--- src/lsu_axi_pkg.sv ---
package lsu_axi_pkg;

    // response codes
    localparam logic [1:0] RESP_OKAY   = 2'b00;
    localparam logic [1:0] RESP_SLVERR = 2'b10;
    localparam logic [1:0] RESP_DECERR = 2'b11;

    // transfer size, log2 of bytes
    localparam logic [2:0] SIZE_BYTE = 3'd0;
    localparam logic [2:0] SIZE_HALF = 3'd1;
    localparam logic [2:0] SIZE_WORD = 3'd2;

    typedef struct packed {
        logic [31:0] addr;
        logic [2:0]  size;
    } axi_aw_t;

    typedef struct packed {
        logic [31:0] data;
        logic [3:0]  strb;
    } axi_w_t;

    typedef struct packed {
        logic [1:0] resp;
    } axi_b_t;

    typedef struct packed {
        logic [31:0] addr;
        logic [2:0]  size;
    } axi_ar_t;

    typedef struct packed {
        logic [31:0] data;
        logic [1:0]  resp;
    } axi_r_t;

endpackage

--- src/lsu_mem_pkg.sv ---
package lsu_mem_pkg;

    localparam int NUM_BANKS    = 4;
    localparam int BANK_WORDS   = 256;
    localparam int BANK_IDX_W   = $clog2(NUM_BANKS);
    localparam int BANK_SEL_LSB = 10;                   // bits 11:10 pick the bank

    localparam logic [31:0] MEM_BASE  = 32'h8000_0000;
    localparam logic [31:0] MEM_BYTES = 32'(NUM_BANKS * BANK_WORDS * 4);   // 4 KiB

    typedef enum logic [1:0] {
        OP_NONE  = 2'd0,
        OP_LOAD  = 2'd1,
        OP_STORE = 2'd2
    } mem_op_e;

    typedef enum logic [2:0] {
        WIDTH_BYTE = 3'b001,
        WIDTH_HALF = 3'b010,
        WIDTH_WORD = 3'b100
    } mem_width_e;

    typedef struct packed {
        logic [31:0] addr;
        logic [31:0] wdata;
        mem_op_e     op;
        mem_width_e  width;
    } lsu_req_t;

    typedef struct packed {
        logic [31:0] addr;
        logic [31:0] data;
        logic        fault;
    } lsu_resp_t;

    typedef struct packed {
        logic                  dec_err;
        logic [BANK_IDX_W-1:0] bank;
    } route_t;

endpackage

--- src/axi_resp_merge.sv ---
`timescale 1ns/1ps

module axi_resp_merge import lsu_axi_pkg::*, lsu_mem_pkg::*; (
    input  logic                 clk,
    input  logic                 rst,
    input  route_t               route,
    input  logic                 route_valid,
    output logic                 route_done,
    input  axi_b_t               bank_b [NUM_BANKS],
    input  logic [NUM_BANKS-1:0] bank_b_valid,
    output logic [NUM_BANKS-1:0] bank_b_ready,
    input  axi_r_t               bank_r [NUM_BANKS],
    input  logic [NUM_BANKS-1:0] bank_r_valid,
    output logic [NUM_BANKS-1:0] bank_r_ready,
    output axi_b_t               b,
    output logic                 b_valid,
    input  logic                 b_ready,
    output axi_r_t               r,
    output logic                 r_valid,
    input  logic                 r_ready
);

    logic                 dec;
    logic                 hit;
    logic [NUM_BANKS-1:0] routed;

    assign dec = route_valid && route.dec_err;
    assign hit = route_valid && !route.dec_err;

    always_comb begin
        routed = '0;
        if (hit) begin
            routed[route.bank] = 1'b1;
        end
    end

    assign bank_b_ready = routed & {NUM_BANKS{b_ready}};
    assign bank_r_ready = routed & {NUM_BANKS{r_ready}};

    // decode error goes out on both channels, the lsu only waits on one
    assign b_valid = dec || |(bank_b_valid & routed);
    assign r_valid = dec || |(bank_r_valid & routed);
    assign b = dec ? axi_b_t'{resp: RESP_DECERR} : bank_b[route.bank];
    assign r = dec ? axi_r_t'{data: 32'h0, resp: RESP_DECERR} : bank_r[route.bank];

    assign route_done = (b_valid && b_ready) || (r_valid && r_ready);

    // only the bank the router picked may be answering
    assert property (@(posedge clk) disable iff (rst)
        ((bank_b_valid | bank_r_valid) & ~routed) == '0);

endmodule

--- config.mk ---
export PLATFORM = sky130hd
export DESIGN_NAME = axi_resp_merge
export DESIGN_NICKNAME = d
export VERILOG_FILES = /design/src/lsu_axi_pkg.sv /design/src/lsu_mem_pkg.sv /design/src/axi_resp_merge.sv
export SDC_FILE = /design/constraint.sdc
export NUM_CORES = 1
export LEC_CHECK = 0
export ABC_AREA = 1
export BUFFER_PORTS_ARGS = -buffer_cell sky130_fd_sc_hd__buf_2
export CAP_MARGIN = 30
export CORE_AREA = 2 2 81 83
export DETAILED_ROUTE_END_ITERATION = 10
export DIE_AREA = 0 0 83 85
export GPL_TIMING_DRIVEN = 0
export SYNTH_ARGS = -nofsm -noshare
export SYNTH_HDL_FRONTEND = slang
export SYNTH_SLANG_ARGS = --single-unit
--- constraint.sdc ---
create_clock -name vclk -period 1.43
set_input_delay 0.286 -clock vclk [all_inputs]
set_output_delay 0.286 -clock vclk [all_outputs]
set_load 0.005 [all_outputs]
# Word level (Yosys, flattened, before mapping)
# Cells that the tools add are included.
# Widths: inputs -> output; s select.
# op_classes
n_addsub	0
multipliers	0
div	0
order_cmp	3
n_eq_ne	0
shift	0
n_mux	11
bitwise_logic	5
n_reduce_logical	11
# op_table
cell	count
$mux 34	3
$bmux 34 s2	1
$and 4x4->4	4
$reduce_or 4->1	2
$mux 2	3
$logic_and 1x1->1	5
$bmux 2 s2	1
$mux 4	1
$ge 3x3->1 const B	1
$logic_or 1x1->1	3
$lt 2x3->1 const B	1
$not 2->3	1
$demux 1 s2	1
$ge 2x1->1 const B	1
$logic_not 1->1	1
$mux 1	1
# totals
register_bits	0
latch_bits	0
mem_bits_rw	0
romBits	0
out_inout_bits	47
memories	0

# Longest topological paths before layout
# logic_depth
word_depth	10
ltp_mapped	9
depth_no_buf	9

# Worst setup path before layout
# OpenSTA, ideal clock, no wires.
# synth_timing
path_kind	input to output
start	input route[0] in the netlist's numbering
end	output r[19] in the netlist's numbering
t_arrival_ns	0.985
required_ns	1.144
setup_slack_ns	0.159
stages	4
path_buffers	1
cell_sequence	nor2_2 > buf_4 > a22oi_1 > a21oi_1
# synth_rtl
element	line	text
start, declared	axi_resp_merge.sv:6	input route_t route,
end, declared	axi_resp_merge.sv:18	output axi_r_t r,

==> flow_summary.json <==
{
  "synth_compound_area_frac": 0.627,
  "required_ps": 1140,
  "synth_top_family_by_area": "compound AO/OA/AOI/OAI gates",
  "syn-instance-count": 183,
  "synth_top_cell_by_area": "a22oi_1",
  "final_core_util": 0.473,
  "ys_warn_count": 0,
  "synth_commonest_cells": "a22oi_1 (64), a21oi_1 (36), nand2_1 (26)",
  "multi_input_area_sq_um": 1120,
  "crit_path_cell_trace": "buf_12, nor2_4, buf_12, buf_8, buf_4, a22oi_2, a21oi_1, buf_2",
  "crit_family": "buffers and inverters",
  "regArea_sq_um": 0,
  "synthMostInstantiatedCell": "a22oi_1",
  "max_stage_delay_ps": 160,
  "grt_max_degree": 11,
  "violations": "negative setup slack",
  "syn_area_sq_um": 1070,
  "die_area_sq_um": 7060,
  "pwr_density_cell_nw_per_um2": 312,
  "synth_xor_area_frac": 0,
  "critPathArrivalTime_ps": 1210,
  "p_leak_nw": 1.52,
  "ys_types": 17,
  "synth_top_area_frac": 0.451,
  "die_w_um": 83,
  "finalCritPeriodShare": 1.05,
  "grt_antenna_before_repair": 0,
  "track_usage": 0.184,
  "ir_drop_v": 0.000154,
  "setup_tns_ps": -776,
  "gp_congestion": 0.742,
  "n_antenna_cell": 0,
  "postSynthAreaPerCell_sq_um": 5.83,
  "drc": 0,
  "path_buf_inv": 5,
  "hold_viol": 0,
  "ioPinCount": 207,
  "overflow": 0,
  "synthTopCellsByArea": "a22oi_1 (45%), a21oi_1 (17%), nand2_1 (9.2%)",
  "slew-limit-headroom": 0.858,
  "port-buffer-count": 205,
  "startpoint_type": "input pin",
  "hold_path_class": "input pin to output pin",
  "seq_cell_count": 0,
  "maxCapViolations": 0,
  "crit_fanout": 7,
  "max_freq_ghz": 0.667,
  "grt_pass1_wl_um": 11100,
  "fp-row-count": 29,
  "first_iter_violations": 78,
  "nFillCells": 624,
  "end_kind": "output pin",
  "synthAdderAreaFrac": 0,
  "outcome": "finished, violations left",
  "syn2layout_area_growth_pct": 175,
  "dp_worst_setup_slack_ps": -401,
  "worst_pin_slew_ps": 212,
  "synthMuxAreaShare": 0,
  "finalInstanceArea_sq_um": 2940,
  "whs_ps": 863,
  "stdcell_count": 490,
  "initial_core_util": 0.172,
  "setup_slack_ps": -69.0,
  "drtPass1Iterations": 5,
  "syn_nets": 343,
  "dp.cells": 465,
  "routedWlPerCell_um": 15.3,
  "core_sq_um": 6200,
  "p_total_mw": 0.915,
  "final.min_clock_period_ps": 1500,
  "rsz0062_at_grt": "true",
  "dpl_cell_area_sq_um": 2190,
  "drive_gt1_frac": 0.731,
  "grt_pass1_vias": 2276,
  "viasPerCell": 5.01,
  "drt-total-wl_um": 7500,
  "vias": 2454,
  "ys_seq_area_frac": 0,
  "n_clock_buffer": 0,
  "postRouteAntennaNets": 0,
  "drv_slew": 0,
  "chipHeight_um": 85,
  "cp_common_cell": "buf_12",
  "crit_slowest_cell": "buf_12",
  "dp_hpwl_um": 5460,
  "finalSetupViolations": 30,
  "synth-simple-area-share": 0.216,
  "layout.nets": 575,
  "worstSetupPathType": "input pin to output pin"
}
[placed cells by master (no fill, tap or decap), types with 6 or more instances in the layout]
cell	netlist	layout
buf_6	2	9
a22oi_2	0	26
buf_8	0	11
nor2_1	11	8
buf_2	2	203
inv_1	9	6
buf_4	11	8
a22oi_1	64	38
nand2_1	26	21
buf_12	0	7
a21oi_1	36	31
[repair_timing]
item / CTS / global route
cloned: 4 / 4
hold buffers: 0 / 0
pin swaps: 9 / 30
setup endpoints to repair: 43 / 43
resized for setup: 71 / 48
setup buffers: 15 / 4
[report_power, final]
| group | switching, mW | internal, mW | total [mW] |
|---|---|---|---|
| clock network | 0 | 0 | 0 |
| registers | 0 | 0 | 0 |
| logic | 0.394 | 0.521 | 0.915 |
| total | 0.394 | 0.521 | 0.915 |
[cell type report]
cell class / instances / share of cell area
repair buffers: 230 / 0.483
well taps: 77 / 0.0328
plain buffers: 18 / 0.0853
multi-input cells: 154 / 0.381
inverters: 11 / 0.0175
[per-layer routing]
layer	share of wire	track usage	routed length (um)	up-vias
li1	-	-	-	1170
met1	0.40	0.229	3020	1160
met2	0.53	0.353	3960	120
met3	0.067	0.0243	500	4
met4	0.0021	0.00894	16	0
met5	0	0	0	-
[path summary, 6_finish.rpt]
check	start	to	slack (ps)	cells after the start
hold / removal	bank_b[0]	b[0]	860	4
setup / recovery	route[0]	r[23]	-70	8
[kinds of logic after synthesis]
kind of cell | Yosys count
buffers and inverters | 29
AO/OA/AOI/OAI | 101
AND/OR/NAND/NOR | 53
No activity file was read; power rests on OpenSTA's default activity.
