[config.mk]
export PLATFORM = sky130hd
export DESIGN_NAME = axi_bank_router
export DESIGN_NICKNAME = d
export VERILOG_FILES = /design/src/lsu_axi_pkg.sv /design/src/lsu_mem_pkg.sv /design/src/axi_bank_router.sv
export SDC_FILE = /design/constraint.sdc
export NUM_CORES = 1
export LEC_CHECK = 0
export BUFFER_PORTS_ARGS = -buffer_cell sky130_fd_sc_hd__buf_4
export CORE_AREA = 8 8 214 216
export DETAILED_ROUTE_END_ITERATION = 6
export DIE_AREA = 0 0 222 224
export GPL_TIMING_DRIVEN = 0
export PLACE_DENSITY = 0.43
export SLEW_MARGIN = 30
export SYNTH_ARGS = -nofsm -noshare
export SYNTH_HDL_FRONTEND = slang
export SYNTH_SLANG_ARGS = --single-unit
[constraint.sdc]
create_clock -name clk -period 1.9 [get_ports clk]
set_input_delay 0.285 -clock clk [delete_from_list [all_inputs] [get_ports clk]]
set_output_delay 0.285 -clock clk [all_outputs]
set_load 0.05 [all_outputs]
[src/lsu_axi_pkg.sv]
package lsu_axi_pkg;

    // response codes
    localparam logic [1:0] RESP_OKAY   = 2'b00;
    localparam logic [1:0] RESP_SLVERR = 2'b10;
    localparam logic [1:0] RESP_DECERR = 2'b11;

    // transfer size, log2 of bytes
    localparam logic [2:0] SIZE_BYTE = 3'd0;
    localparam logic [2:0] SIZE_HALF = 3'd1;
    localparam logic [2:0] SIZE_WORD = 3'd2;

    typedef struct packed {
        logic [31:0] addr;
        logic [2:0]  size;
    } axi_aw_t;

    typedef struct packed {
        logic [31:0] data;
        logic [3:0]  strb;
    } axi_w_t;

    typedef struct packed {
        logic [1:0] resp;
    } axi_b_t;

    typedef struct packed {
        logic [31:0] addr;
        logic [2:0]  size;
    } axi_ar_t;

    typedef struct packed {
        logic [31:0] data;
        logic [1:0]  resp;
    } axi_r_t;

endpackage

[src/lsu_mem_pkg.sv]
package lsu_mem_pkg;

    localparam int NUM_BANKS    = 4;
    localparam int BANK_WORDS   = 256;
    localparam int BANK_IDX_W   = $clog2(NUM_BANKS);
    localparam int BANK_SEL_LSB = 10;                   // bits 11:10 pick the bank

    localparam logic [31:0] MEM_BASE  = 32'h8000_0000;
    localparam logic [31:0] MEM_BYTES = 32'(NUM_BANKS * BANK_WORDS * 4);   // 4 KiB

    typedef enum logic [1:0] {
        OP_NONE  = 2'd0,
        OP_LOAD  = 2'd1,
        OP_STORE = 2'd2
    } mem_op_e;

    typedef enum logic [2:0] {
        WIDTH_BYTE = 3'b001,
        WIDTH_HALF = 3'b010,
        WIDTH_WORD = 3'b100
    } mem_width_e;

    typedef struct packed {
        logic [31:0] addr;
        logic [31:0] wdata;
        mem_op_e     op;
        mem_width_e  width;
    } lsu_req_t;

    typedef struct packed {
        logic [31:0] addr;
        logic [31:0] data;
        logic        fault;
    } lsu_resp_t;

    typedef struct packed {
        logic                  dec_err;
        logic [BANK_IDX_W-1:0] bank;
    } route_t;

endpackage

[src/axi_bank_router.sv]
`timescale 1ns/1ps

module axi_bank_router import lsu_axi_pkg::*, lsu_mem_pkg::*; (
    input  logic                 clk,
    input  logic                 rst,
    input  axi_aw_t              aw,
    input  logic                 aw_valid,
    output logic                 aw_ready,
    input  axi_w_t               w,
    input  logic                 w_valid,
    output logic                 w_ready,
    input  axi_ar_t              ar,
    input  logic                 ar_valid,
    output logic                 ar_ready,
    output axi_aw_t              bank_aw [NUM_BANKS],
    output logic [NUM_BANKS-1:0] bank_aw_valid,
    input  logic [NUM_BANKS-1:0] bank_aw_ready,
    output axi_w_t               bank_w [NUM_BANKS],
    output logic [NUM_BANKS-1:0] bank_w_valid,
    input  logic [NUM_BANKS-1:0] bank_w_ready,
    output axi_ar_t              bank_ar [NUM_BANKS],
    output logic [NUM_BANKS-1:0] bank_ar_valid,
    input  logic [NUM_BANKS-1:0] bank_ar_ready,
    output route_t               route,
    output logic                 route_valid,
    input  logic                 route_done
);

    logic [31:0]           aw_off;
    logic [31:0]           ar_off;
    logic                  aw_hit;
    logic                  ar_hit;
    logic [BANK_IDX_W-1:0] aw_sel;
    logic [BANK_IDX_W-1:0] ar_sel;
    logic                  wr_hs;
    logic                  ar_hs;

    assign aw_off = aw.addr - MEM_BASE;
    assign ar_off = ar.addr - MEM_BASE;
    assign aw_hit = aw_off < MEM_BYTES;     // wraps below base, so one compare is enough
    assign ar_hit = ar_off < MEM_BYTES;
    assign aw_sel = aw_off[BANK_SEL_LSB +: BANK_IDX_W];
    assign ar_sel = ar_off[BANK_SEL_LSB +: BANK_IDX_W];

    always_comb begin
        bank_aw_valid = '0;
        bank_w_valid  = '0;
        bank_ar_valid = '0;
        for (int i = 0; i < NUM_BANKS; i++) begin
            bank_aw[i] = aw;
            bank_w[i]  = w;
            bank_ar[i] = ar;
        end
        if (aw_hit) begin
            bank_aw_valid[aw_sel] = aw_valid;
            bank_w_valid[aw_sel]  = w_valid;
        end
        if (ar_hit) begin
            bank_ar_valid[ar_sel] = ar_valid;
        end
    end

    // unmapped requests are taken here and answered by the merger
    assign aw_ready = aw_hit ? bank_aw_ready[aw_sel] : 1'b1;
    assign w_ready  = aw_hit ? bank_w_ready[aw_sel] : 1'b1;
    assign ar_ready = ar_hit ? bank_ar_ready[ar_sel] : 1'b1;

    assign wr_hs = aw_valid && aw_ready && w_valid && w_ready;
    assign ar_hs = ar_valid && ar_ready;

    always_ff @(posedge clk or posedge rst) begin
        if (rst) begin
            route_valid <= 1'b0;
            route       <= '0;
        end else if (wr_hs) begin
            route_valid <= 1'b1;
            route       <= '{dec_err: !aw_hit, bank: aw_sel};
        end else if (ar_hs) begin
            route_valid <= 1'b1;
            route       <= '{dec_err: !ar_hit, bank: ar_sel};
        end else if (route_done) begin
            route_valid <= 1'b0;
        end
    end

    // the lsu must wait for its answer before the next request
    assert property (@(posedge clk) disable iff (rst) route_valid |-> !(wr_hs || ar_hs));

endmodule

# --- Word level (Yosys, flattened, before mapping) ---
# Index checks and enable logic that the tools add are counted.
word_totals:
  in_bits: 124
  word_cells: 45
  register_bits: 4
  output_inout_bits: 443
op_classes:
  n_addsub: 2
  reduce_logical: 10
  muxes: 21
  bitwise_logic: 3
  magnitude_cmp: 6
op_table:
  columns: ["cell", "n"]
  rows:
  - ["$lt A32 B13 Y1 const B", 2]
  - ["$sub A32 B32 Y32 const B", 2]
  - ["$and A4 B4 Y4", 3]
  - ["$mux W4", 3]
  - ["$mux W1", 11]
  - ["$bmux W1 S2", 3]
  - ["$logic_and A1 B1 Y1", 6]
  - ["$lt A2 B3 Y1 const B", 2]
  - ["$mux W3", 2]
  - ["$demux W1 S2", 2]
  - ["$ge A2 B1 Y1 const B", 2]
  - ["$reduce_bool A3 Y1", 1]
  - ["$logic_not A1 Y1", 2]
  - ["$reduce_bool A2 Y1", 1]

# --- Depth between registers and ports, before layout ---
logic_depth:
  word_depth: 8
  ltp_mapped: 5
  mapped_depth_nobuf: 4

# --- Least setup slack after synthesis ---
# No wires, ideal clock.
synth_timing:
  kind: "input to output"
  start: "input port ar[23] in the netlist's numbering"
  end: "output port bank_ar_valid[0]"
  path_stages: 4
  path_buffers: 0
  slack_ps: -904
  arrival_time_ps: 2519
  required_ps: 1615
  path_cell_list: "nor4_1 nand3_1 nor2_1 nor4b_1"
synth_between:
  elab_chain_cells: 3
synth_rtl:
  columns: ["item", "line", "rtl"]
  rows:
  - ["start, declared", "axi_bank_router.sv:12", "input axi_ar_t ar,"]
  - ["$sub A32 B32 Y32", "axi_bank_router.sv:39", "assign ar_off = ar.addr - MEM_BASE;"]
  - ["$lt A32 B13 Y1", "axi_bank_router.sv:41", "assign ar_hit = ar_off < MEM_BYTES;"]
  - ["$mux W4", "axi_bank_router.sv:58", "if (ar_hit) begin"]
  - ["end, declared", "axi_bank_router.sv:22", "output logic [NUM_BANKS-1:0] bank_ar_valid,"]
# Every way passes these cells.

# --- Worst setup path after layout ---
layout_timing:
  start: "input port ar[31] in the netlist's numbering"
  end: "output port bank_ar_valid[3]"
# Same word-level chain as after synthesis.

==> qor.txt <==
footprint of the multi-input gates - 686 µm²
H-tree levels - 1
die width - 222 µm
vias in the first global route - 4,580
status - completed
io pins - 567
# port buffers - 503
Final WS setup - 0.0716 ns
crit end category - output port
share of layout cells above drive strength 1 - 95.6%
drt wl/cell - 13.1 µm
DRC viols - 0
Initial DRC Count - 38
relative slew slack - 58.0%
fin crit period - 1.83 ns
Startpoint Class - primary input
fin. max-slew vios - 0
most used cell, CP - buf_4
Arrival @ worst endpoint - 1.54 ns
critical path fanouts, max - 5
Post-DRT Antenna Nets - 0
TritonCTS clock tree - done
Register Area - 100 µm²
syn avg cell area - 7.60 µm²
Worst-path clk slew - 0.03 ns
area delta synth->final - 130%
slowest CP cell - nor4_4
drt pass-1 iters - 6
Post-Place Worst Slack - -0.700 ns
die area - 49,700 µm²
first-pass GRT wire length - 28.7 mm
hold_ws - 0.284 ns
clk buf depth - 2
die height - 224 µm
initial antenna violation count - 0
Final nets - 1,137
via-per-instance ratio - 2.82
Max VDD drop - 234 µV
Lkg Pwr - 0.00481 µW
GRT overflow - 0
area of the mapped netlist - 3760 µm²
pin count of the biggest net entering global routing - 13
Synth Warn # - 0
worst slew pin tran - 0.626 ns
Clock Latency Late Sink - 0.22 ns
final WL - 20.4 mm
via count - 4,394
fillers - 4,740
max-cap violation count - 0
Clock Sinks - 4
gpl congestion - 0.720
sequential element share of the synthesized area - 2.66%
CP Cell Sequence - buf_4, nor4_4, buf_6, and2_2, nand4_1, nor2_1, buf_4
CP max stage delay - 0.29 ns
Yosys reg bits - 4
final hold viol count - 0
post-synth net total - 619
GRT Util Overall - 7.32%
CTS Buf Count - 3
Crit Path Category - primary input to output port
synth unique cells - 27
Final Cycle Share - 96.2%
R2R Setup Slk - 0.90 ns
Max Fclk - 547 MHz
Hold WC Path Type - primary input to flip-flop
clk_skew - 0 ns
Starting Density - 8.85%
CTS Root Cell - clkbuf_16
Site Rows - 76
final setup violating endpoints - 0
required time of the critical path - 1.62 ns
core area - 42,500 µm²
DPL Wire Length - 19.2 mm
cell count after synthesis - 495
pwr dens - 451 nW/µm²
[flip-flops by register name, indices dropped and copies added, names as in the netlist]
| signal | count |
|---|---|
| route | 3 |
| route_valid | 1 |
[logic make-up after synthesis]
group	count (synthesis)	share of synthesized area, %
DFF	4	2.66
buffers and inverters	430	85.5
AOI/OAI and AO/OA	12	2.73
muxes	3	1.80
and+or+nand+nor	46	7.35
[critical path: cells and delay by family]
family | cells | cell delay, ns
buffers and inverters | 3 | 0.51
AND/OR/NAND/NOR | 4 | 0.73
[synthesized netlist by cell type, drive strengths merged]
cell,number,area (µm²)
o311ai,2,17.5
nand2,6,25.0
nor4,9,56.3
and3,8,51.3
a31o,1,17.5
buf,425,3190
nand4,1,6.26
mux4,3,67.6
inv,5,18.8
nand3,2,10.0
and4,2,17.5
nor2b,4,25.0
a32oi,2,17.5
a31oi,3,18.8
o21ai,1,5.00
o221ai,1,8.76
dfrtp,4,100
nor3,1,5.00
nor4b,4,35.0
a311oi,2,17.5
or3,2,12.5
nor2,5,18.8
and2,2,13.8
[cell usage in the layout (no fill, tap or decap), types with 2 or more instances in the layout]
master / count
nor2_1: 3
buf_4: 927
nor2b_1: 4
and4_1: 2
and3_1: 7
nor4_4: 7
a31oi_1: 3
o311ai_1: 2
clkbuf_16: 3
nor2_4: 2
nor4b_4: 4
dfrtp_1: 4
a32oi_1: 2
inv_1: 5
nand2_1: 3
nand2_2: 2
a311oi_1: 2
mux4_2: 3
buf_6: 9
[power breakdown]
part / switching [µW] / leakage [µW] / internal (µW)
clock network: 65.2 / 0.0000370 / 269
logic: 2200 / 0.00473 / 1260
registers: 7.42 / 0.0000430 / 93.5
[routing by layer]
metal / wire, µm / vias up / share of wire [%] / global-route usage (%)
li1: - / 2177 / - / -
met1: 6150 / 1910 / 30 / 6.27
met2: 11800 / 299 / 58 / 15.4
met3: 2270 / 8 / 11 / 3.39
met4: 176 / 0 / 0.86 / 0.962
met5: 0 / - / 0 / 0
[per-stage QoR]
step           power (µW)  instances  instance area (µm²)  util [%]  setup TNS (ns)
6_report             3900       1558                 8650      20.4               0
5_1_grt              4050       1557                 8650      20.3        -0.00108
4_1_cts              3940       1552                 8540      20.1               0
3_5_place_dp         3560       1544                 8240      19.4           -9.56
3_3_place_gp         3560       1544                 8230      19.4          -14.01
2_1_floorplan        2580        495                 3770         -          -0.390
[worst paths after layout]
kind | start | endpoint | cells past startpoint
worst min register to register | route[2] | route[2] | 2
min in group asynchronous | rst | route_valid | 3
max in group asynchronous | rst | route[2] | 3
worst max-delay path | ar[31] | bank_ar_valid[3] | 7
worst max register to register | route[0] | route[0] | 3
worst min-delay path | route_done | route_valid | 2
[what timing repair did]
action / in CTS / in global routing
pin swaps: 6 / 7
endpoints found under the hold margin: 4 / 0
gates cloned: 0 / 0
hold buffers: 1 / 0
setup endpoints to repair: 16 / 13
resized for setup: 28 / 15
buffers inserted: 4 / 5
[final cells by class]
type                            count  share of cell area [%]
Antenna cell                        1                  0.0289
Buffer                            425                    36.9
Clock buffer                        3                   0.868
Inverter                            5                   0.217
Multi-Input combinational cell     61                    7.93
Sequential cell                     4                    1.16
Tap cell                          546                    7.90
Timing Repair Buffer              513                    45.0
No activity file was read; power rests on OpenSTA's default activity.
