<file path="src/lsu_axi_pkg.sv">
package lsu_axi_pkg;

    // response codes
    localparam logic [1:0] RESP_OKAY   = 2'b00;
    localparam logic [1:0] RESP_SLVERR = 2'b10;
    localparam logic [1:0] RESP_DECERR = 2'b11;

    // transfer size, log2 of bytes
    localparam logic [2:0] SIZE_BYTE = 3'd0;
    localparam logic [2:0] SIZE_HALF = 3'd1;
    localparam logic [2:0] SIZE_WORD = 3'd2;

    typedef struct packed {
        logic [31:0] addr;
        logic [2:0]  size;
    } axi_aw_t;

    typedef struct packed {
        logic [31:0] data;
        logic [3:0]  strb;
    } axi_w_t;

    typedef struct packed {
        logic [1:0] resp;
    } axi_b_t;

    typedef struct packed {
        logic [31:0] addr;
        logic [2:0]  size;
    } axi_ar_t;

    typedef struct packed {
        logic [31:0] data;
        logic [1:0]  resp;
    } axi_r_t;

endpackage

</file>
<file path="src/lsu_mem_pkg.sv">
package lsu_mem_pkg;

    localparam int NUM_BANKS    = 4;
    localparam int BANK_WORDS   = 256;
    localparam int BANK_IDX_W   = $clog2(NUM_BANKS);
    localparam int BANK_SEL_LSB = 10;                   // bits 11:10 pick the bank

    localparam logic [31:0] MEM_BASE  = 32'h8000_0000;
    localparam logic [31:0] MEM_BYTES = 32'(NUM_BANKS * BANK_WORDS * 4);   // 4 KiB

    typedef enum logic [1:0] {
        OP_NONE  = 2'd0,
        OP_LOAD  = 2'd1,
        OP_STORE = 2'd2
    } mem_op_e;

    typedef enum logic [2:0] {
        WIDTH_BYTE = 3'b001,
        WIDTH_HALF = 3'b010,
        WIDTH_WORD = 3'b100
    } mem_width_e;

    typedef struct packed {
        logic [31:0] addr;
        logic [31:0] wdata;
        mem_op_e     op;
        mem_width_e  width;
    } lsu_req_t;

    typedef struct packed {
        logic [31:0] addr;
        logic [31:0] data;
        logic        fault;
    } lsu_resp_t;

    typedef struct packed {
        logic                  dec_err;
        logic [BANK_IDX_W-1:0] bank;
    } route_t;

endpackage

</file>
<file path="src/lsu.sv">
`timescale 1ns/1ps

module lsu import lsu_axi_pkg::*, lsu_mem_pkg::*; (
    input  logic      clk,
    input  logic      rst,
    input  lsu_req_t  req,
    input  logic      req_valid,
    output logic      req_ready,
    output lsu_resp_t resp,
    output logic      resp_valid,
    input  logic      resp_ready,
    output axi_aw_t   aw,
    output logic      aw_valid,
    input  logic      aw_ready,
    output axi_w_t    w,
    output logic      w_valid,
    input  logic      w_ready,
    input  axi_b_t    b,
    input  logic      b_valid,
    output logic      b_ready,
    output axi_ar_t   ar,
    output logic      ar_valid,
    input  logic      ar_ready,
    input  axi_r_t    r,
    input  logic      r_valid,
    output logic      r_ready
);

    typedef enum logic {
        ST_IDLE,
        ST_BUSY
    } state_e;

    state_e      state;
    logic [31:0] addr_q;
    logic [1:0]  offset;
    logic [3:0]  strb_base;
    logic [2:0]  size;
    logic        accept;
    logic        wr_hs;
    logic        ar_hs;
    logic        b_hs;
    logic        r_hs;
    logic        resp_hs;
    logic        r_fault;

    assign accept  = req_valid && req_ready;
    assign wr_hs   = aw_valid && aw_ready && w_valid && w_ready;
    assign ar_hs   = ar_valid && ar_ready;
    assign b_hs    = b_valid && b_ready;
    assign r_hs    = r_valid && r_ready;
    assign resp_hs = resp_valid && resp_ready;
    assign r_fault = r.resp != RESP_OKAY;
    assign offset  = req.addr[1:0];

    always_comb begin
        case (req.width)
            WIDTH_BYTE: begin
                strb_base = 4'b0001;
                size      = SIZE_BYTE;
            end
            WIDTH_HALF: begin
                strb_base = 4'b0011;
                size      = SIZE_HALF;
            end
            default: begin
                strb_base = 4'b1111;
                size      = SIZE_WORD;
            end
        endcase
    end

    always_ff @(posedge clk or posedge rst) begin
        if (rst) begin
            state      <= ST_IDLE;
            req_ready  <= 1'b1;
            resp_valid <= 1'b0;
            aw_valid   <= 1'b0;
            w_valid    <= 1'b0;
            ar_valid   <= 1'b0;
            b_ready    <= 1'b0;
            r_ready    <= 1'b0;
        end else begin
            case (state)
                ST_IDLE: begin
                    if (accept) begin
                        state     <= ST_BUSY;
                        req_ready <= 1'b0;
                        case (req.op)
                            OP_LOAD:  ar_valid <= 1'b1;
                            OP_STORE: begin
                                aw_valid <= 1'b1;
                                w_valid  <= 1'b1;
                            end
                            default:  resp_valid <= 1'b1;   // none op answers at once
                        endcase
                    end
                end
                default: begin
                    if (ar_hs) begin
                        ar_valid <= 1'b0;
                        r_ready  <= 1'b1;
                    end
                    if (wr_hs) begin
                        aw_valid <= 1'b0;
                        w_valid  <= 1'b0;
                        b_ready  <= 1'b1;
                    end
                    if (r_hs || b_hs) begin
                        r_ready    <= 1'b0;
                        b_ready    <= 1'b0;
                        resp_valid <= 1'b1;
                    end
                    if (resp_hs) begin
                        resp_valid <= 1'b0;
                        req_ready  <= 1'b1;
                        state      <= ST_IDLE;
                    end
                end
            endcase
        end
    end

    always_ff @(posedge clk) begin
        if (accept) begin
            addr_q <= req.addr;
            aw     <= '{addr: req.addr, size: size};
            ar     <= '{addr: req.addr, size: size};
            w.data <= req.wdata << {offset, 3'b000};    // move into byte lane
            w.strb <= strb_base << offset;
            if (req.op == OP_NONE) begin
                resp <= '{addr: req.addr, data: req.addr, fault: 1'b0};
            end
        end
        if (r_hs) begin
            resp <= '{addr: addr_q, data: r_fault ? 32'h0 : r.data, fault: r_fault};
        end
        if (b_hs) begin
            resp <= '{addr: addr_q, data: 32'h0, fault: b.resp != RESP_OKAY};
        end
    end

    // single outstanding, never a read and a write in flight together
    assert property (@(posedge clk) disable iff (rst) !(aw_valid && ar_valid));

endmodule

</file>
<file path="config.mk">
export PLATFORM = sky130hd
export DESIGN_NAME = lsu
export DESIGN_NICKNAME = d
export VERILOG_FILES = /design/src/lsu_axi_pkg.sv /design/src/lsu_mem_pkg.sv /design/src/lsu.sv
export SDC_FILE = /design/constraint.sdc
export NUM_CORES = 1
export LEC_CHECK = 0
export BUFFER_PORTS_ARGS = -buffer_cell sky130_fd_sc_hd__buf_2
export CAP_MARGIN = 30
export CORE_UTILIZATION = 40
export CTS_CLUSTER_DIAMETER = 100
export DETAILED_ROUTE_END_ITERATION = 8
export GPL_ROUTABILITY_DRIVEN = 0
export MAX_ROUTING_LAYER = met4
export PLACE_DENSITY = 0.7
export SYNTH_ARGS = -nofsm -noshare
export SYNTH_HDL_FRONTEND = slang
export SYNTH_SLANG_ARGS = --single-unit
</file>
<file path="constraint.sdc">
create_clock -name clk -period 3 [get_ports clk]
set_input_delay 0.45 -clock clk [delete_from_list [all_inputs] [get_ports clk]]
set_output_delay 0.45 -clock clk [all_outputs]
set_load 0.01 [all_outputs]
</file>
---- Word level (Yosys, flattened, before mapping) ----
Cells that the tools add are included.
operators by class
  equal/unequal tests ..................... 9
  shift-type cells ........................ 2
  muxes and demuxes ....................... 30
  reductions and logical operators ........ 30
operators with widths
  cell                                                                     number
  65-bit 2-to-1 mux                                                        4
  32-bit 2-to-1 mux                                                        1
  32-bit by 5-bit left shift with 32-bit output                            1
  1-bit 2-to-1 mux                                                         23
  2-bit nonzero test                                                       9
  2-bit AND reduction                                                      5
  3-bit AND reduction                                                      3
  1-bit logical AND                                                        8
  2-bit by 1-bit inequality test with 1-bit output, second input constant  4
  4-bit case mux with 2 select lines                                       1
  3-bit nonzero test                                                       2
  2-bit case mux with 2 select lines                                       1
  4-bit by 2-bit left shift with 4-bit output                              1
  3-bit by 1-bit == test with 1-bit output, second input constant          1
  3-bit by 2-bit == test with 1-bit output, second input constant          1
  3-bit by 1-bit inequality test with 1-bit output, second input constant  1
  2-bit by 1-bit == test with 1-bit output, second input constant          1
  2-bit == test, second input constant                                     1
  2-bit logical NOT                                                        1
  2-bit OR reduction                                                       1
  1-bit logical OR                                                         1
storage, ports and cells
  register bits ........................... 143
  input bits .............................. 114
  output and inout port bits .............. 178
  logic and storage cells ................. 85

---- Depth between registers and ports, before layout ----
  depth in word-level cells ............... 5
  mapped depth ............................ 7
  depth with buffers taken out ............ 5

---- Worst setup path before layout ----
OpenSTA, ideal clock, no wires.
  path kind ............................... register to register
  from .................................... register req_ready
  to ...................................... register resp_valid
  setup time .............................. 0.085 ns
  arrival ................................. 2.414 ns
  data required time ...................... 2.915 ns
  path slack .............................. 0.501 ns
  stages on the path, launching flop included .. 5
  buffers on the path ..................... 0
  period minus slack after synthesis ...... 2.499 ns
  path through ............................ dfstp_2 > nand2_1 > inv_1 > a21oi_1 > o22ai_1
on the way
  cells in the longest elaborated chain, start to end .. 3
RTL lines
  item                           line        RTL
  start, declared                lsu.sv:8    output logic req_ready,
  start signal, assigned         lsu.sv:76   req_ready <= 1'b1;
  start signal, assigned         lsu.sv:88   req_ready <= 1'b0;
  start signal, assigned         lsu.sv:116  req_ready <= 1'b1;
  1-bit logical AND              lsu.sv:47   assign accept = req_valid && req_ready;
  named net accept               lsu.sv:39   logic accept;
  2-bit nonzero test (no line)   -
  3-bit AND reduction (no line)  -
  end signal, assigned           lsu.sv:77   resp_valid <= 1'b0;
  end signal, assigned           lsu.sv:95   default: resp_valid <= 1'b1;
  end signal, assigned           lsu.sv:112  resp_valid <= 1'b1;
  end, declared                  lsu.sv:10   output logic resp_valid,
The timed path passes the listed nets, and every way through them passes these cells.
A chain may end at the register's enable or synchronous reset.

---- Worst setup path in the final report ----
  from .................................... register r_ready
  to ...................................... register resp[33] (netlist name) (data pin)
on the way
  cells in the longest elaborated chain, start to end .. 3
RTL lines
  item                    line        RTL
  start, declared         lsu.sv:26   output logic r_ready
  start signal, assigned  lsu.sv:82   r_ready <= 1'b0;
  start signal, assigned  lsu.sv:102  r_ready <= 1'b1;
  start signal, assigned  lsu.sv:110  r_ready <= 1'b0;
  1-bit logical AND       lsu.sv:51   assign r_hs = r_valid && r_ready;
  65-bit 2-to-1 mux       lsu.sv:135  if (r_hs) begin
  65-bit 2-to-1 mux       lsu.sv:138  if (b_hs) begin
  end signal, assigned    lsu.sv:132  resp <= '{addr: req.addr, data: req.addr, fault: 1'b0};
  end signal, assigned    lsu.sv:136  resp <= '{addr: addr_q, data: r_fault ? 32'h0 : r.data, fault: r_fault};
  end signal, assigned    lsu.sv:139  resp <= '{addr: addr_q, data: 32'h0, fault: b.resp != RESP_OKAY};
  end, declared           lsu.sv:9    output lsu_resp_t resp,
Every way passes these cells.

==> flow_results.xml <==
<?xml version="1.0" encoding="UTF-8"?>
<metrics>
  <group name="global_routing">
    <metric name="global_route.usage.total" unit="">0.208</metric>
    <metric name="antenna_found_initial" unit="">0</metric>
    <metric name="grt_pass1_wl" unit="µm">24600</metric>
    <metric name="grt_start_max_net_pins" unit="">45</metric>
    <metric name="globalRoute.totalOverflow" unit="">0</metric>
    <metric name="first_global_vias" unit="">4561</metric>
  </group>
  <group name="cts">
    <metric name="numCtsBuffers" unit="">17</metric>
    <metric name="clock_tree.buffer_depth" unit="">2</metric>
    <metric name="ctsResizeCount" unit="">0</metric>
    <metric name="cts.hold.buffers_added" unit="">1</metric>
    <metric name="clock_tree_from_tritoncts" unit="">built</metric>
    <metric name="cts_root_buffer" unit="">sky130_fd_sc_hd__clkbuf_16</metric>
    <metric name="post_cts_buffers" unit="">0</metric>
    <metric name="clock-sinks" unit="">142</metric>
    <metric name="cts-htree-levels" unit="">4</metric>
    <metric name="clkTransAtPathRegs" unit="ns">0.06</metric>
    <metric name="clk-insertion-delay-late" unit="ns">0.41</metric>
  </group>
  <group name="critical_path">
    <metric name="type_of_element_launching_the_critical_path" unit="">flop</metric>
    <metric name="setup.worst_path.end_class" unit="">flop</metric>
    <metric name="setup.worst_path.class" unit="">flop to flop</metric>
    <metric name="rr_worst_depth" unit="">3</metric>
    <metric name="crit_required" unit="ns">3.16</metric>
    <metric name="path_max_fanout" unit="">29</metric>
    <metric name="cp.arrival" unit="ns">2.03</metric>
  </group>
  <group name="synth">
    <metric name="synth_top_area_frac" unit="">0.490</metric>
    <metric name="synth-warning-count" unit="">0</metric>
    <metric name="synth_cells" unit="">499</metric>
    <metric name="synth-seq-area-share" unit="">0.620</metric>
    <metric name="synth_top_cells_by_area" unit="">sky130_fd_sc_hd__edfxtp_1 (49%), sky130_fd_sc_hd__dfxtp_1 (10%), sky130_fd_sc_hd__mux2_4 (6.2%)</metric>
    <metric name="synth.largest_area_cell" unit="">sky130_fd_sc_hd__edfxtp_1</metric>
    <metric name="yosys_register_bits" unit="">142</metric>
    <metric name="synth_cell_types" unit="">35</metric>
    <metric name="syn-mean-instance-area" unit="µm²">12.6</metric>
    <metric name="synth_area" unit="µm²">6310</metric>
  </group>
  <group name="floorplanning">
    <metric name="num_rows" unit="">45</metric>
    <metric name="floorplan.die_area" unit="µm²">16300</metric>
    <metric name="die_height" unit="µm">128</metric>
    <metric name="chipWidth" unit="µm">128</metric>
    <metric name="core" unit="µm²">15300</metric>
    <metric name="start_util" unit="">0.412</metric>
    <metric name="io_pins" unit="">292</metric>
  </group>
  <group name="drt">
    <metric name="totalWireLength" unit="µm">16600</metric>
    <metric name="drt_drc_violations_left" unit="">0</metric>
    <metric name="num_vias" unit="">4793</metric>
    <metric name="avgViaCountPerCell" unit="">4.94</metric>
    <metric name="drt_iter0_markers" unit="">268</metric>
    <metric name="drt_pass1_iterations" unit="">4</metric>
    <metric name="per_cell_routed_wire_length" unit="µm">17.1</metric>
    <metric name="drtAntennaViolNets" unit="">0</metric>
  </group>
  <group name="sta">
    <metric name="max_slew.worst_pin.slew" unit="ns">0.867</metric>
    <metric name="period_minus_slack" unit="ns">1.87</metric>
    <metric name="fmax" unit="GHz">0.536</metric>
    <metric name="rsz0062_at_grt" unit="">false</metric>
    <metric name="fin_setup_tns" unit="ns">0</metric>
    <metric name="final.period_utilization" unit="">0.622</metric>
    <metric name="final_max_slew_viol_count" unit="">0</metric>
    <metric name="finalSetupViolations" unit="">0</metric>
    <metric name="timing.final.hold_violations" unit="">0</metric>
    <metric name="max-slew-margin-rel" unit="">0.422</metric>
    <metric name="fin_worst_skew" unit="ns">0.00750</metric>
  </group>
  <group name="pwr">
    <metric name="static_leakage" unit="nW">3.46</metric>
    <metric name="power_density" unit="nW/µm²">524</metric>
    <metric name="peakVddDrop" unit="mV">0.327</metric>
    <metric name="power.total" unit="mW">4.30</metric>
  </group>
  <group name="final_layout">
    <metric name="nets" unit="">863</metric>
    <metric name="layout_common_cells" unit="">sky130_fd_sc_hd__buf_2 (289), sky130_fd_sc_hd__edfxtp_1 (103), sky130_fd_sc_hd__nand2_1 (77), sky130_fd_sc_hd__a21oi_1 (48), sky130_fd_sc_hd__dfxtp_1 (32)</metric>
    <metric name="final.fill_count" unit="">1359</metric>
    <metric name="diodes" unit="">0</metric>
    <metric name="synthToLayoutAreaGrowth" unit="%">30.0</metric>
    <metric name="drive_above_1_share" unit="">0.489</metric>
    <metric name="layout_commonest_cell" unit="">sky130_fd_sc_hd__buf_2</metric>
  </group>
  <group name="min_path">
    <metric name="min_path_type" unit="">input port to flop</metric>
    <metric name="hold-path-cell-count" unit="">2</metric>
  </group>
  <group name="run_status">
    <metric name="outcome" unit="">finished, final reports clean</metric>
  </group>
  <group name="placement">
    <metric name="hpwl" unit="µm">11900</metric>
    <metric name="placement.io_buffers" unit="">289</metric>
  </group>
  <group name="run">
    <metric name="maxCapViolCount" unit="">0</metric>
  </group>
</metrics>
[power breakdown]
part	switching, mW	internal [mW]
combinational	0.106	0.110
sequential	0.000000000000000121	2.10
clock	0.876	1.11
[stage by stage]
step                      utilization  hold WS, ns  worst slack, ns  area, µm²  instances
final                           0.536        0.234             1.13       8200        970
after floorplan                     -        0.253            0.501       6310        500
after detailed placement        0.498        0.397             1.00       7630        937
after global routing            0.536        0.216             1.05       8200        970
after CTS                       0.536        0.202             1.14       8200        970
after global placement          0.498        0.396             1.05       7630        937
[per-layer routing]
metal	part of all wire	track usage	routed length, µm
met1	0.42	0.244	6900
met5	0	-	0
met3	0.068	0.0461	1120
met2	0.51	0.351	8430
met4	0.0090	0.0768	149
[layout make-up]
| cell class | count | area [µm²] | share of cell area |
|---|---|---|---|
| Sequential cell | 142 | 3910 | 0.477 |
| Clock inverter | 14 | 123 | 0.0149 |
| Multi-Input combinational cell | 278 | 1890 | 0.230 |
| Tap cell | 211 | 264 | 0.0322 |
| Clock buffer | 18 | 439 | 0.0535 |
| Timing Repair Buffer | 299 | 1550 | 0.189 |
| Inverter | 8 | 30.0 | 0.00366 |
[Yosys cell counts (all sizes together)]
cell type and instances:
ha 3, conb 1, clkbuf 7, and3 1, a21oi 48, o22ai 2, dfstp 1, buf 65
a31oi 2, a311oi 32, nand3 1, a211oi 8, mux2i 16, nor2b 9, a22o 1, nand2b 3
dfrtp 6, edfxtp 103, and2 9, mux2 32, a22oi 1, o21ai 13, a21o 1, a41oi 1
o31ai 1, nor2 14, nand2 78, inv 8, dfxtp 32
[kinds of logic (layout without fill, tap and decap cells)]
family | count (synthesis) | count (layout) | share of synthesized area
and+or+nand+nor | 115 | 115 | 0.0777
buffers and inverters | 80 | 339 | 0.0827
adders and majority gates | 3 | 3 | 0.00595
muxes | 48 | 48 | 0.0979
AOI/OAI and AO/OA | 110 | 110 | 0.116
DFF | 142 | 142 | 0.620
other | 1 | 2 | 0.000594
[final timing paths]
kind                                        from                    end  slack [ns]
setup / recovery             r_ready$_DFFE_PP0P_     resp[33]$_DFFE_PP_        1.13
hold / removal                         req_valid  req_ready$_DFFE_PP1P_        0.23
setup reg to reg             r_ready$_DFFE_PP0P_     resp[33]$_DFFE_PP_        1.13
hold reg to reg            resp[32]$_SDFFE_PP0P_  resp[32]$_SDFFE_PP0P_        0.47
max in group asynchronous                    rst  req_ready$_DFFE_PP1P_        2.16
min in group asynchronous                    rst    r_ready$_DFFE_PP0P_        0.56
[sequential cells by signal, indices dropped and copies added (netlist names)]
register / flops
resp: 65
addr_q: 32
req_ready: 1
state: 1
b_ready: 1
w: 36
resp_valid: 1
w_valid: 1
ar: 2
ar_valid: 1
r_ready: 1
[critical path: stages (launching register included)]
cell and delay [ns]:
sky130_fd_sc_hd__dfrtp_1 0.40, sky130_fd_sc_hd__a22o_2 0.27, sky130_fd_sc_hd__buf_4 0.51, sky130_fd_sc_hd__mux2_2 0.40
Power figures use the tool's default switching activity.
